### src/common/rv_pipe_pkg.sv
`default_nettype none

package rv_pipe_pkg;

    localparam int NUM_REGS = 32;

    // bit positions in t_stage_vld
    localparam int STG_DE1 = 0;
    localparam int STG_RD1 = 1;
    localparam int STG_EX1 = 2;
    localparam int STG_MM1 = 3;

    localparam logic [6:0] F7_BASE = 7'b0000000;
    localparam logic [6:0] F7_ALT  = 7'b0100000;  // selects SUB in the OP group

    typedef logic [31:0]         t_word;
    typedef logic [4:0]          t_reg_idx;
    typedef logic [NUM_REGS-1:0] t_reg_mask;  // bit n stands for xn
    typedef logic [3:0]          t_stage_vld;

    typedef enum logic [6:0] {
        OPC_OP_IMM = 7'b0010011,
        OPC_OP     = 7'b0110011
    } t_opcode;

    typedef enum logic [2:0] {
        F3_ADD = 3'b000,
        F3_SLT = 3'b010,
        F3_XOR = 3'b100,
        F3_OR  = 3'b110,
        F3_AND = 3'b111
    } t_funct3;

    typedef enum logic [2:0] {
        ALU_ADD,
        ALU_SUB,
        ALU_AND,
        ALU_OR,
        ALU_XOR,
        ALU_SLT,
        ALU_NOP
    } t_alu_op;

    typedef struct packed {
        t_alu_op  alu_op;
        t_reg_idx rs1;
        t_reg_idx rs2;
        t_reg_idx rd;
        logic     rs1_used;
        logic     rs2_used;
        logic     wr_en;     // never set for x0 or a NOP
        logic     use_imm;
        t_word    imm;       // sign-extended I-type immediate
    } t_uop;

    function automatic t_reg_mask uop_to_rdmask(t_uop uop);
        t_reg_mask mask;
        mask = '0;
        if (uop.rs1_used)
            mask[uop.rs1] = 1'b1;
        if (uop.rs2_used)
            mask[uop.rs2] = 1'b1;
        return mask;
    endfunction

    function automatic t_reg_mask uop_to_wrmask(t_uop uop);
        t_reg_mask mask;
        mask = '0;
        if (uop.wr_en)
            mask[uop.rd] = 1'b1;
        return mask;
    endfunction

endpackage

`default_nettype wire

### src/design/uop_decode.sv
`default_nettype none

module uop_decode (
    input  wire logic               clk,
    input  wire logic               rst_n,
    input  wire logic               de_load,
    input  wire rv_pipe_pkg::t_word instr,
    output rv_pipe_pkg::t_uop       de_uop
);

    import rv_pipe_pkg::*;

    logic [6:0] funct7;
    logic [2:0] funct3;
    t_alu_op    f3_op;
    t_uop       dec_uop;

    assign funct7 = instr[31:25];
    assign funct3 = instr[14:12];

    // funct3 picks the same operation for register and immediate forms
    always_comb begin
        case (t_funct3'(funct3))
            F3_ADD:  f3_op = ALU_ADD;
            F3_SLT:  f3_op = ALU_SLT;
            F3_XOR:  f3_op = ALU_XOR;
            F3_OR:   f3_op = ALU_OR;
            F3_AND:  f3_op = ALU_AND;
            default: f3_op = ALU_NOP;
        endcase
    end

    always_comb begin
        dec_uop        = '0;
        dec_uop.alu_op = ALU_NOP;
        dec_uop.rs1    = instr[19:15];
        dec_uop.rs2    = instr[24:20];
        dec_uop.rd     = instr[11:7];
        dec_uop.imm    = {{20{instr[31]}}, instr[31:20]};
        case (t_opcode'(instr[6:0]))
            OPC_OP: begin
                if (funct7 == F7_BASE)
                    dec_uop.alu_op = f3_op;
                else if (funct7 == F7_ALT && t_funct3'(funct3) == F3_ADD)
                    dec_uop.alu_op = ALU_SUB;
            end
            OPC_OP_IMM: begin
                dec_uop.alu_op  = f3_op;
                dec_uop.use_imm = 1'b1;
            end
            default: ;  // anything else stays a NOP that touches no register
        endcase
        dec_uop.rs1_used = (dec_uop.alu_op != ALU_NOP);
        dec_uop.rs2_used = (dec_uop.alu_op != ALU_NOP) && !dec_uop.use_imm;
        dec_uop.wr_en    = (dec_uop.alu_op != ALU_NOP) && (dec_uop.rd != '0);
    end

    always_ff @(posedge clk) begin
        if (!rst_n) begin
            de_uop <= '0;
        end else if (de_load) begin
            de_uop <= dec_uop;  // held as is while stall keeps de_load low
        end
    end

endmodule

`default_nettype wire

### src/design/scoreboard.sv
`default_nettype none

module scoreboard (
    input  wire rv_pipe_pkg::t_stage_vld stage_vld,
    input  wire rv_pipe_pkg::t_uop       de_uop,
    input  wire rv_pipe_pkg::t_uop       rd_uop,
    input  wire rv_pipe_pkg::t_uop       ex_uop,
    input  wire rv_pipe_pkg::t_uop       mm_uop,
    output logic                         stall
);

    import rv_pipe_pkg::*;

    t_reg_mask rdmask_de1;
    t_reg_mask wrmask_rd1;
    t_reg_mask wrmask_ex1;
    t_reg_mask wrmask_mm1;

    assign rdmask_de1 = uop_to_rdmask(de_uop);

    // bubbles and empty stages must not claim a destination
    assign wrmask_rd1 = uop_to_wrmask(rd_uop) & {NUM_REGS{stage_vld[STG_RD1]}};
    assign wrmask_ex1 = uop_to_wrmask(ex_uop) & {NUM_REGS{stage_vld[STG_EX1]}};
    assign wrmask_mm1 = uop_to_wrmask(mm_uop) & {NUM_REGS{stage_vld[STG_MM1]}};

    // no bypass, so any pending write to a source holds the DE1 uop
    assign stall = stage_vld[STG_DE1]
                 & |(rdmask_de1 & (wrmask_rd1 | wrmask_ex1 | wrmask_mm1));

endmodule

`default_nettype wire

### src/design/reg_file.sv
`default_nettype none

module reg_file (
    input  wire logic                  clk,
    input  wire logic                  rst_n,
    input  wire rv_pipe_pkg::t_reg_idx rs1,
    input  wire rv_pipe_pkg::t_reg_idx rs2,
    input  wire logic                  wr_en,
    input  wire rv_pipe_pkg::t_reg_idx wr_idx,
    input  wire rv_pipe_pkg::t_word    wr_data,
    output rv_pipe_pkg::t_word         rs1_data,
    output rv_pipe_pkg::t_word         rs2_data
);

    import rv_pipe_pkg::*;

    t_word regs [1:NUM_REGS-1];  // x0 has no storage

    always_ff @(posedge clk) begin
        if (rst_n && wr_en && wr_idx != '0) begin
            regs[wr_idx] <= wr_data;
        end
    end

    // a write lands at the edge, a read in the same cycle sees the old value
    assign rs1_data = (rs1 == '0) ? '0 : regs[rs1];
    assign rs2_data = (rs2 == '0) ? '0 : regs[rs2];

endmodule

`default_nettype wire

### src/design/alu_exec.sv
`default_nettype none

module alu_exec (
    input  wire logic               clk,
    input  wire logic               rst_n,
    input  wire rv_pipe_pkg::t_uop  de_uop,
    input  wire rv_pipe_pkg::t_word rs1_data,
    input  wire rv_pipe_pkg::t_word rs2_data,
    output rv_pipe_pkg::t_uop       rd_uop,
    output rv_pipe_pkg::t_uop       ex_uop,
    output rv_pipe_pkg::t_uop       mm_uop,
    output rv_pipe_pkg::t_reg_idx   wb_rd,
    output rv_pipe_pkg::t_word      wb_data
);

    import rv_pipe_pkg::*;

    typedef struct packed {
        t_uop  uop;
        t_word rs1_val;
        t_word rs2_val;
    } t_rd_pkt;

    typedef struct packed {
        t_uop  uop;
        t_word result;
    } t_ex_pkt;

    t_rd_pkt rd_q;
    t_ex_pkt ex_q;
    t_ex_pkt mm_q;
    t_word   op_b;
    t_word   alu_res;

    always_comb begin
        op_b = rd_q.uop.use_imm ? rd_q.uop.imm : rd_q.rs2_val;
        case (rd_q.uop.alu_op)
            ALU_ADD: alu_res = rd_q.rs1_val + op_b;
            ALU_SUB: alu_res = rd_q.rs1_val - op_b;
            ALU_AND: alu_res = rd_q.rs1_val & op_b;
            ALU_OR:  alu_res = rd_q.rs1_val | op_b;
            ALU_XOR: alu_res = rd_q.rs1_val ^ op_b;
            ALU_SLT: alu_res = t_word'($signed(rd_q.rs1_val) < $signed(op_b));
            default: alu_res = '0;
        endcase
    end

    // every stage moves each cycle, stall only turns the RD1 copy into a bubble
    always_ff @(posedge clk) begin
        if (!rst_n) begin
            rd_q.uop <= '0;
            ex_q.uop <= '0;
            mm_q.uop <= '0;
        end else begin
            rd_q <= '{uop: de_uop, rs1_val: rs1_data, rs2_val: rs2_data};
            ex_q <= '{uop: rd_q.uop, result: alu_res};
            mm_q <= ex_q;
        end
    end

    assign rd_uop  = rd_q.uop;
    assign ex_uop  = ex_q.uop;
    assign mm_uop  = mm_q.uop;
    assign wb_rd   = mm_q.uop.rd;
    assign wb_data = mm_q.result;

endmodule

`default_nettype wire

### src/design/pipe_ctrl.sv
`default_nettype none

module pipe_ctrl (
    input  wire logic               clk,
    input  wire logic               rst_n,
    input  wire logic               instr_valid,
    input  wire logic               stall,
    input  wire logic               mm_wr_en,
    output logic                    de_load,
    output rv_pipe_pkg::t_stage_vld stage_vld,
    output logic                    wb_valid
);

    import rv_pipe_pkg::*;

    t_stage_vld vld_q;

    // the source keeps its word up while stall is high, so it is taken later
    assign de_load = instr_valid & ~stall;

    always_ff @(posedge clk) begin
        if (!rst_n) begin
            vld_q <= '0;
        end else begin
            vld_q[STG_DE1] <= de_load | (vld_q[STG_DE1] & stall);
            vld_q[STG_RD1] <= vld_q[STG_DE1] & ~stall;  // bubble on stall
            vld_q[STG_EX1] <= vld_q[STG_RD1];
            vld_q[STG_MM1] <= vld_q[STG_EX1];
        end
    end

    assign stage_vld = vld_q;
    assign wb_valid  = vld_q[STG_MM1] & mm_wr_en;

    // a stall with nothing in flight ahead of DE1 could never clear
    a_stall_has_producer: assert property (@(posedge clk) disable iff (!rst_n)
        stall |-> |stage_vld[STG_MM1:STG_RD1]);

endmodule

`default_nettype wire

### src/design/rv_pipe_top.sv
`default_nettype none

module rv_pipe_top (
    input  wire logic               clk,
    input  wire logic               rst_n,
    input  wire logic               instr_valid,
    input  wire rv_pipe_pkg::t_word instr,
    output logic                    stall,
    output logic                    wb_valid,
    output rv_pipe_pkg::t_reg_idx   wb_rd,
    output rv_pipe_pkg::t_word      wb_data
);

    import rv_pipe_pkg::*;

    logic       de_load;
    t_stage_vld stage_vld;
    t_uop       de_uop;
    t_uop       rd_uop;
    t_uop       ex_uop;
    t_uop       mm_uop;
    t_word      rs1_data;
    t_word      rs2_data;

    pipe_ctrl pipe_ctrl_i (
        .clk         (clk),
        .rst_n       (rst_n),
        .instr_valid (instr_valid),
        .stall       (stall),
        .mm_wr_en    (mm_uop.wr_en),
        .de_load     (de_load),
        .stage_vld   (stage_vld),
        .wb_valid    (wb_valid)
    );

    uop_decode uop_decode_i (
        .clk     (clk),
        .rst_n   (rst_n),
        .de_load (de_load),
        .instr   (instr),
        .de_uop  (de_uop)
    );

    scoreboard scoreboard_i (
        .stage_vld (stage_vld),
        .de_uop    (de_uop),
        .rd_uop    (rd_uop),
        .ex_uop    (ex_uop),
        .mm_uop    (mm_uop),
        .stall     (stall)
    );

    // read ports follow DE1 so operands land in RD1 on the next edge
    reg_file reg_file_i (
        .clk      (clk),
        .rst_n    (rst_n),
        .rs1      (de_uop.rs1),
        .rs2      (de_uop.rs2),
        .wr_en    (wb_valid),
        .wr_idx   (wb_rd),
        .wr_data  (wb_data),
        .rs1_data (rs1_data),
        .rs2_data (rs2_data)
    );

    alu_exec alu_exec_i (
        .clk      (clk),
        .rst_n    (rst_n),
        .de_uop   (de_uop),
        .rs1_data (rs1_data),
        .rs2_data (rs2_data),
        .rd_uop   (rd_uop),
        .ex_uop   (ex_uop),
        .mm_uop   (mm_uop),
        .wb_rd    (wb_rd),
        .wb_data  (wb_data)
    );

    // RD1 to MM1 never stop, so the oldest producer leaves within three cycles
    a_stall_bounded: assert property (@(posedge clk) disable iff (!rst_n)
        stall [*3] |=> !stall);

endmodule

`default_nettype wire

### config.mk
export PLATFORM = sky130hd
export DESIGN_NAME = rv_pipe_top
export DESIGN_NICKNAME = d
export VERILOG_FILES = /design/src/common/rv_pipe_pkg.sv /design/src/design/uop_decode.sv /design/src/design/scoreboard.sv /design/src/design/reg_file.sv /design/src/design/alu_exec.sv /design/src/design/pipe_ctrl.sv /design/src/design/rv_pipe_top.sv
export SDC_FILE = /design/constraint.sdc
export NUM_CORES = 2
export LEC_CHECK = 0
export BUFFER_PORTS_ARGS = -buffer_cell sky130_fd_sc_hd__buf_2
export CORE_MARGIN = 2
export CORE_UTILIZATION = 44
export DETAILED_ROUTE_END_ITERATION = 6
export MAX_ROUTING_LAYER = met4
export SLEW_MARGIN = 20
export SYNTH_ARGS = -nofsm -noshare
export SYNTH_HDL_FRONTEND = slang
export SYNTH_SLANG_ARGS = --single-unit
### constraint.sdc
create_clock -name clk -period 10.55 [get_ports clk]
set_input_delay 1.055 -clock clk [delete_from_list [all_inputs] [get_ports clk]]
set_output_delay 1.055 -clock clk [all_outputs]
set_load 0.02 [all_outputs]
==> flow_summary.toml <==
[worst_setup_path]
worstPathCellList = "or3_2, nor3_4, buf_4, a21oi_1, o2111ai_1, nor4_1, a21boi_2, buf_2"
critPathLaunchType = "flop"
crit_path_end_kind = "output pin"
critical_path_class = "reg2out"
worst_ep_arrival_time_ns = 4.41
slowest_stage = "nor3_4"
critPathMaxStageDelay_ns = 0.80
cp.required_ns = 9.50
crit_fanout = 20

[clock_tree]
cts_tree = "yes"
root_buffer = "clkbuf_16"
cts.sinks = 1187
post_cts_buffers = 0
hold_buffers = 0
numCtsBuffers = 134
cts.path.max_buffers = 3
worstSkewPairLatency_ns = 0.78
cts_htree_levels = 4
clkSlewWorstSetupHoldPaths_ns = 0.06
cts_resized = 0

[layout]
area_delta_synth_final_pct = 12.1
mostFrequentLayoutCells = "1120 x edfxtp_1, 449 x mux4_2, 231 x nor2_1"
drive_above_1_share_pct = 24.1
final_common_cell = "edfxtp_1"
fin_util_pct = 49.8
finalNetCount = 3827

[logic_synthesis]
syn_inst = 3637
synthArstFlopShare_pct = 0
ys_ff_latch = 1187
synth-xor-area-share_pct = 0.273
synth_enable_flop_cells = 1120
ys_seq_area_share_pct = 60.7
synthFlopType = "edfxtp_1"
synth_compound_area_share_pct = 9.67
synth_top_family_by_area = "multiplexers"
synth.avg_cell_area_um2 = 15.9
synthMuxAreaShare_pct = 19.4
synth_area_mm2 = 0.0577
synth_nets = 3776
synth-simple-area-share_pct = 5.19
yosys-top-cells-area = "edfxtp_1 58%, mux4_2 18%, dfxtp_1 2.3%, ha_1 2.2%, a22o_1 1.9%"
ys_types = 91
synth_top_cell_area_share_pct = 58.3
synthesis.yosys.warnings = 0
synth_area_leader_cell = "edfxtp_1"
synth_fa_ha_area_share_pct = 2.28

[timing]
rsz0062_at_grt = "no"
fin_tns_setup_ns = 0
fin_ws_ns = 5.08
fmax_mhz = 183
skew_ns = 0.0332
hold_slack_ns = 0.418
hold_violations = 0
worst_slew_pin_slew_ns = 1.12
min_period_ns = 5.47
setup_viol = 0
maxSlewViolCount = 0
relSlewSlack_pct = 25.1
post-route-period-util_pct = 51.8

[place]
hpwl_um = 101000
place_ws_ns = 5.63
place_congestion = 0.878
port_buffers = 73

[pwr]
p_per_area_mw_per_mm2 = 175
vdd_drop_max_mv = 0.139
power.leakage_nw = 20.4
power_mw = 11.3

[route]
firstDrtPassIters = 7
routed_wl_um = 183000
drc_errors = 0
first_iter_violations = 5334
ant_nets = 0
wl_per_cell_um = 33.0
vias = 36400
viasPerCell = 6.58

[grt]
grt_pass1_wl_um = 260000
antenna_found_initial = 5
gr-total-overflow = 0
grt_use_total_pct = 27.9
grt_max_degree = 118
grt_pass1_vias = 35500

[die]
dieArea_mm2 = 0.134
core_mm2 = 0.130
start_util_pct = 44.4
die_x_um = 366
row_count = 132
die_h_um = 366
num_io_pins = 74

[run_status]
outcome = "finished, final reports clean"

[flow_run]
drv_cap = 0

[min_path]
min-delay-path-class = "reg2reg"
-- final cells by class --
cell class	count	area (um^2)
Antenna cell	1	2.50
Sequential cell	1187	35000
Inverter	104	390
Tap cell	1742	2180
Multi-Input combinational cell	2074	21500
Timing Repair Buffer	187	1370
Clock inverter	67	598
Fill cell	10800	65200
Clock buffer	176	3600
-- cells by family (layout without fill, tap and decap cells) --
logic type,count (synthesis),in the layout
buf+inv,376,534
xor+xnor,18,18
other cells,0,1
fa+ha+maj,104,104
flops,1187,1187
compound gates,806,806
simple gates,592,592
mux,554,554
-- synthesized netlist by cell type, drive strengths merged (9+ instances only) --
cell and n:
nor3 24, nor4 11, nand4 15, buf 97, edfxtp 1120, nand2 73, nand2b 12, a22o 128
nand3b 25, a22oi 64, xnor2 13, o21bai 12, or3b 17, a31oi 72, nor2b 32, clkbuf 175
mux2i 101, o21a 10, ha 102, and3 9, nor2 266, o22ai 82, and2 38, a21oi 159
a211oi 82, o211ai 13, mux4 449, dfxtp 67, inv 103, nand3 19, o21ai 96, or3 12
-- report_power, final --
part / leakage, nW / internal, mW / switching (mW) / total, mW
combinational: 7.57 / 0.495 / 0.814 / 1.31
clock: 2.06 / 2.55 / 1.95 / 4.51
sequential: 10.8 / 5.34 / 0.133 / 5.47
total: 20.4 / 8.39 / 2.90 / 11.3
-- per-layer routing --
layer  wire, um  GRT usage [%]  up-vias
met5          0              -        -
met4       5170           8.38        0
met3      18300           5.35      319
met2      85500           42.2     1976
met1      73600           38.5    19100
li1           -              -    15100
-- per-stage QoR --
stage	instance area, um^2	instances
after floorplan	57700	3637
after global placement	60300	5283
after detailed placement	60300	5286
after CTS	64500	5529
after global routing	64600	5538
final	64600	5538
-- final timing paths --
kind,start,endpoint,slack (ns),cells past startpoint
max,uop_decode_i.de_uop[2],stall,5.08,8
max reg2reg,alu_exec_i.rd_uop[32],alu_exec_i.ex_q[30],5.58,12
min,alu_exec_i.ex_q[1],alu_exec_i.wb_data[1],0.42,0
min reg2reg,alu_exec_i.ex_q[1],alu_exec_i.wb_data[1],0.42,0
-- worst max-delay path, delay by kind of cell, from the launching register on --
| family | cells | cell delay (ns) |
|---|---|---|
| compound gates | 3 | 0.72 |
| simple gates | 3 | 1.59 |
| flops | 1 | 0.48 |
| buf+inv | 2 | 0.81 |
-- sequential cells by signal, indices dropped and copies added (netlist names), named ones only --
register,count
alu_exec_i.rd_q,64
alu_exec_i.wb_data,32
pipe_ctrl_i.stage_vld,3
alu_exec_i.wb_rd,5
alu_exec_i.mm_uop,1
alu_exec_i.ex_uop,6
alu_exec_i.rd_uop,22
alu_exec_i.ex_q,32
uop_decode_i.de_uop,29
reg_file_i.regs,992
Note: power is estimated with default switching activity, not from simulation.
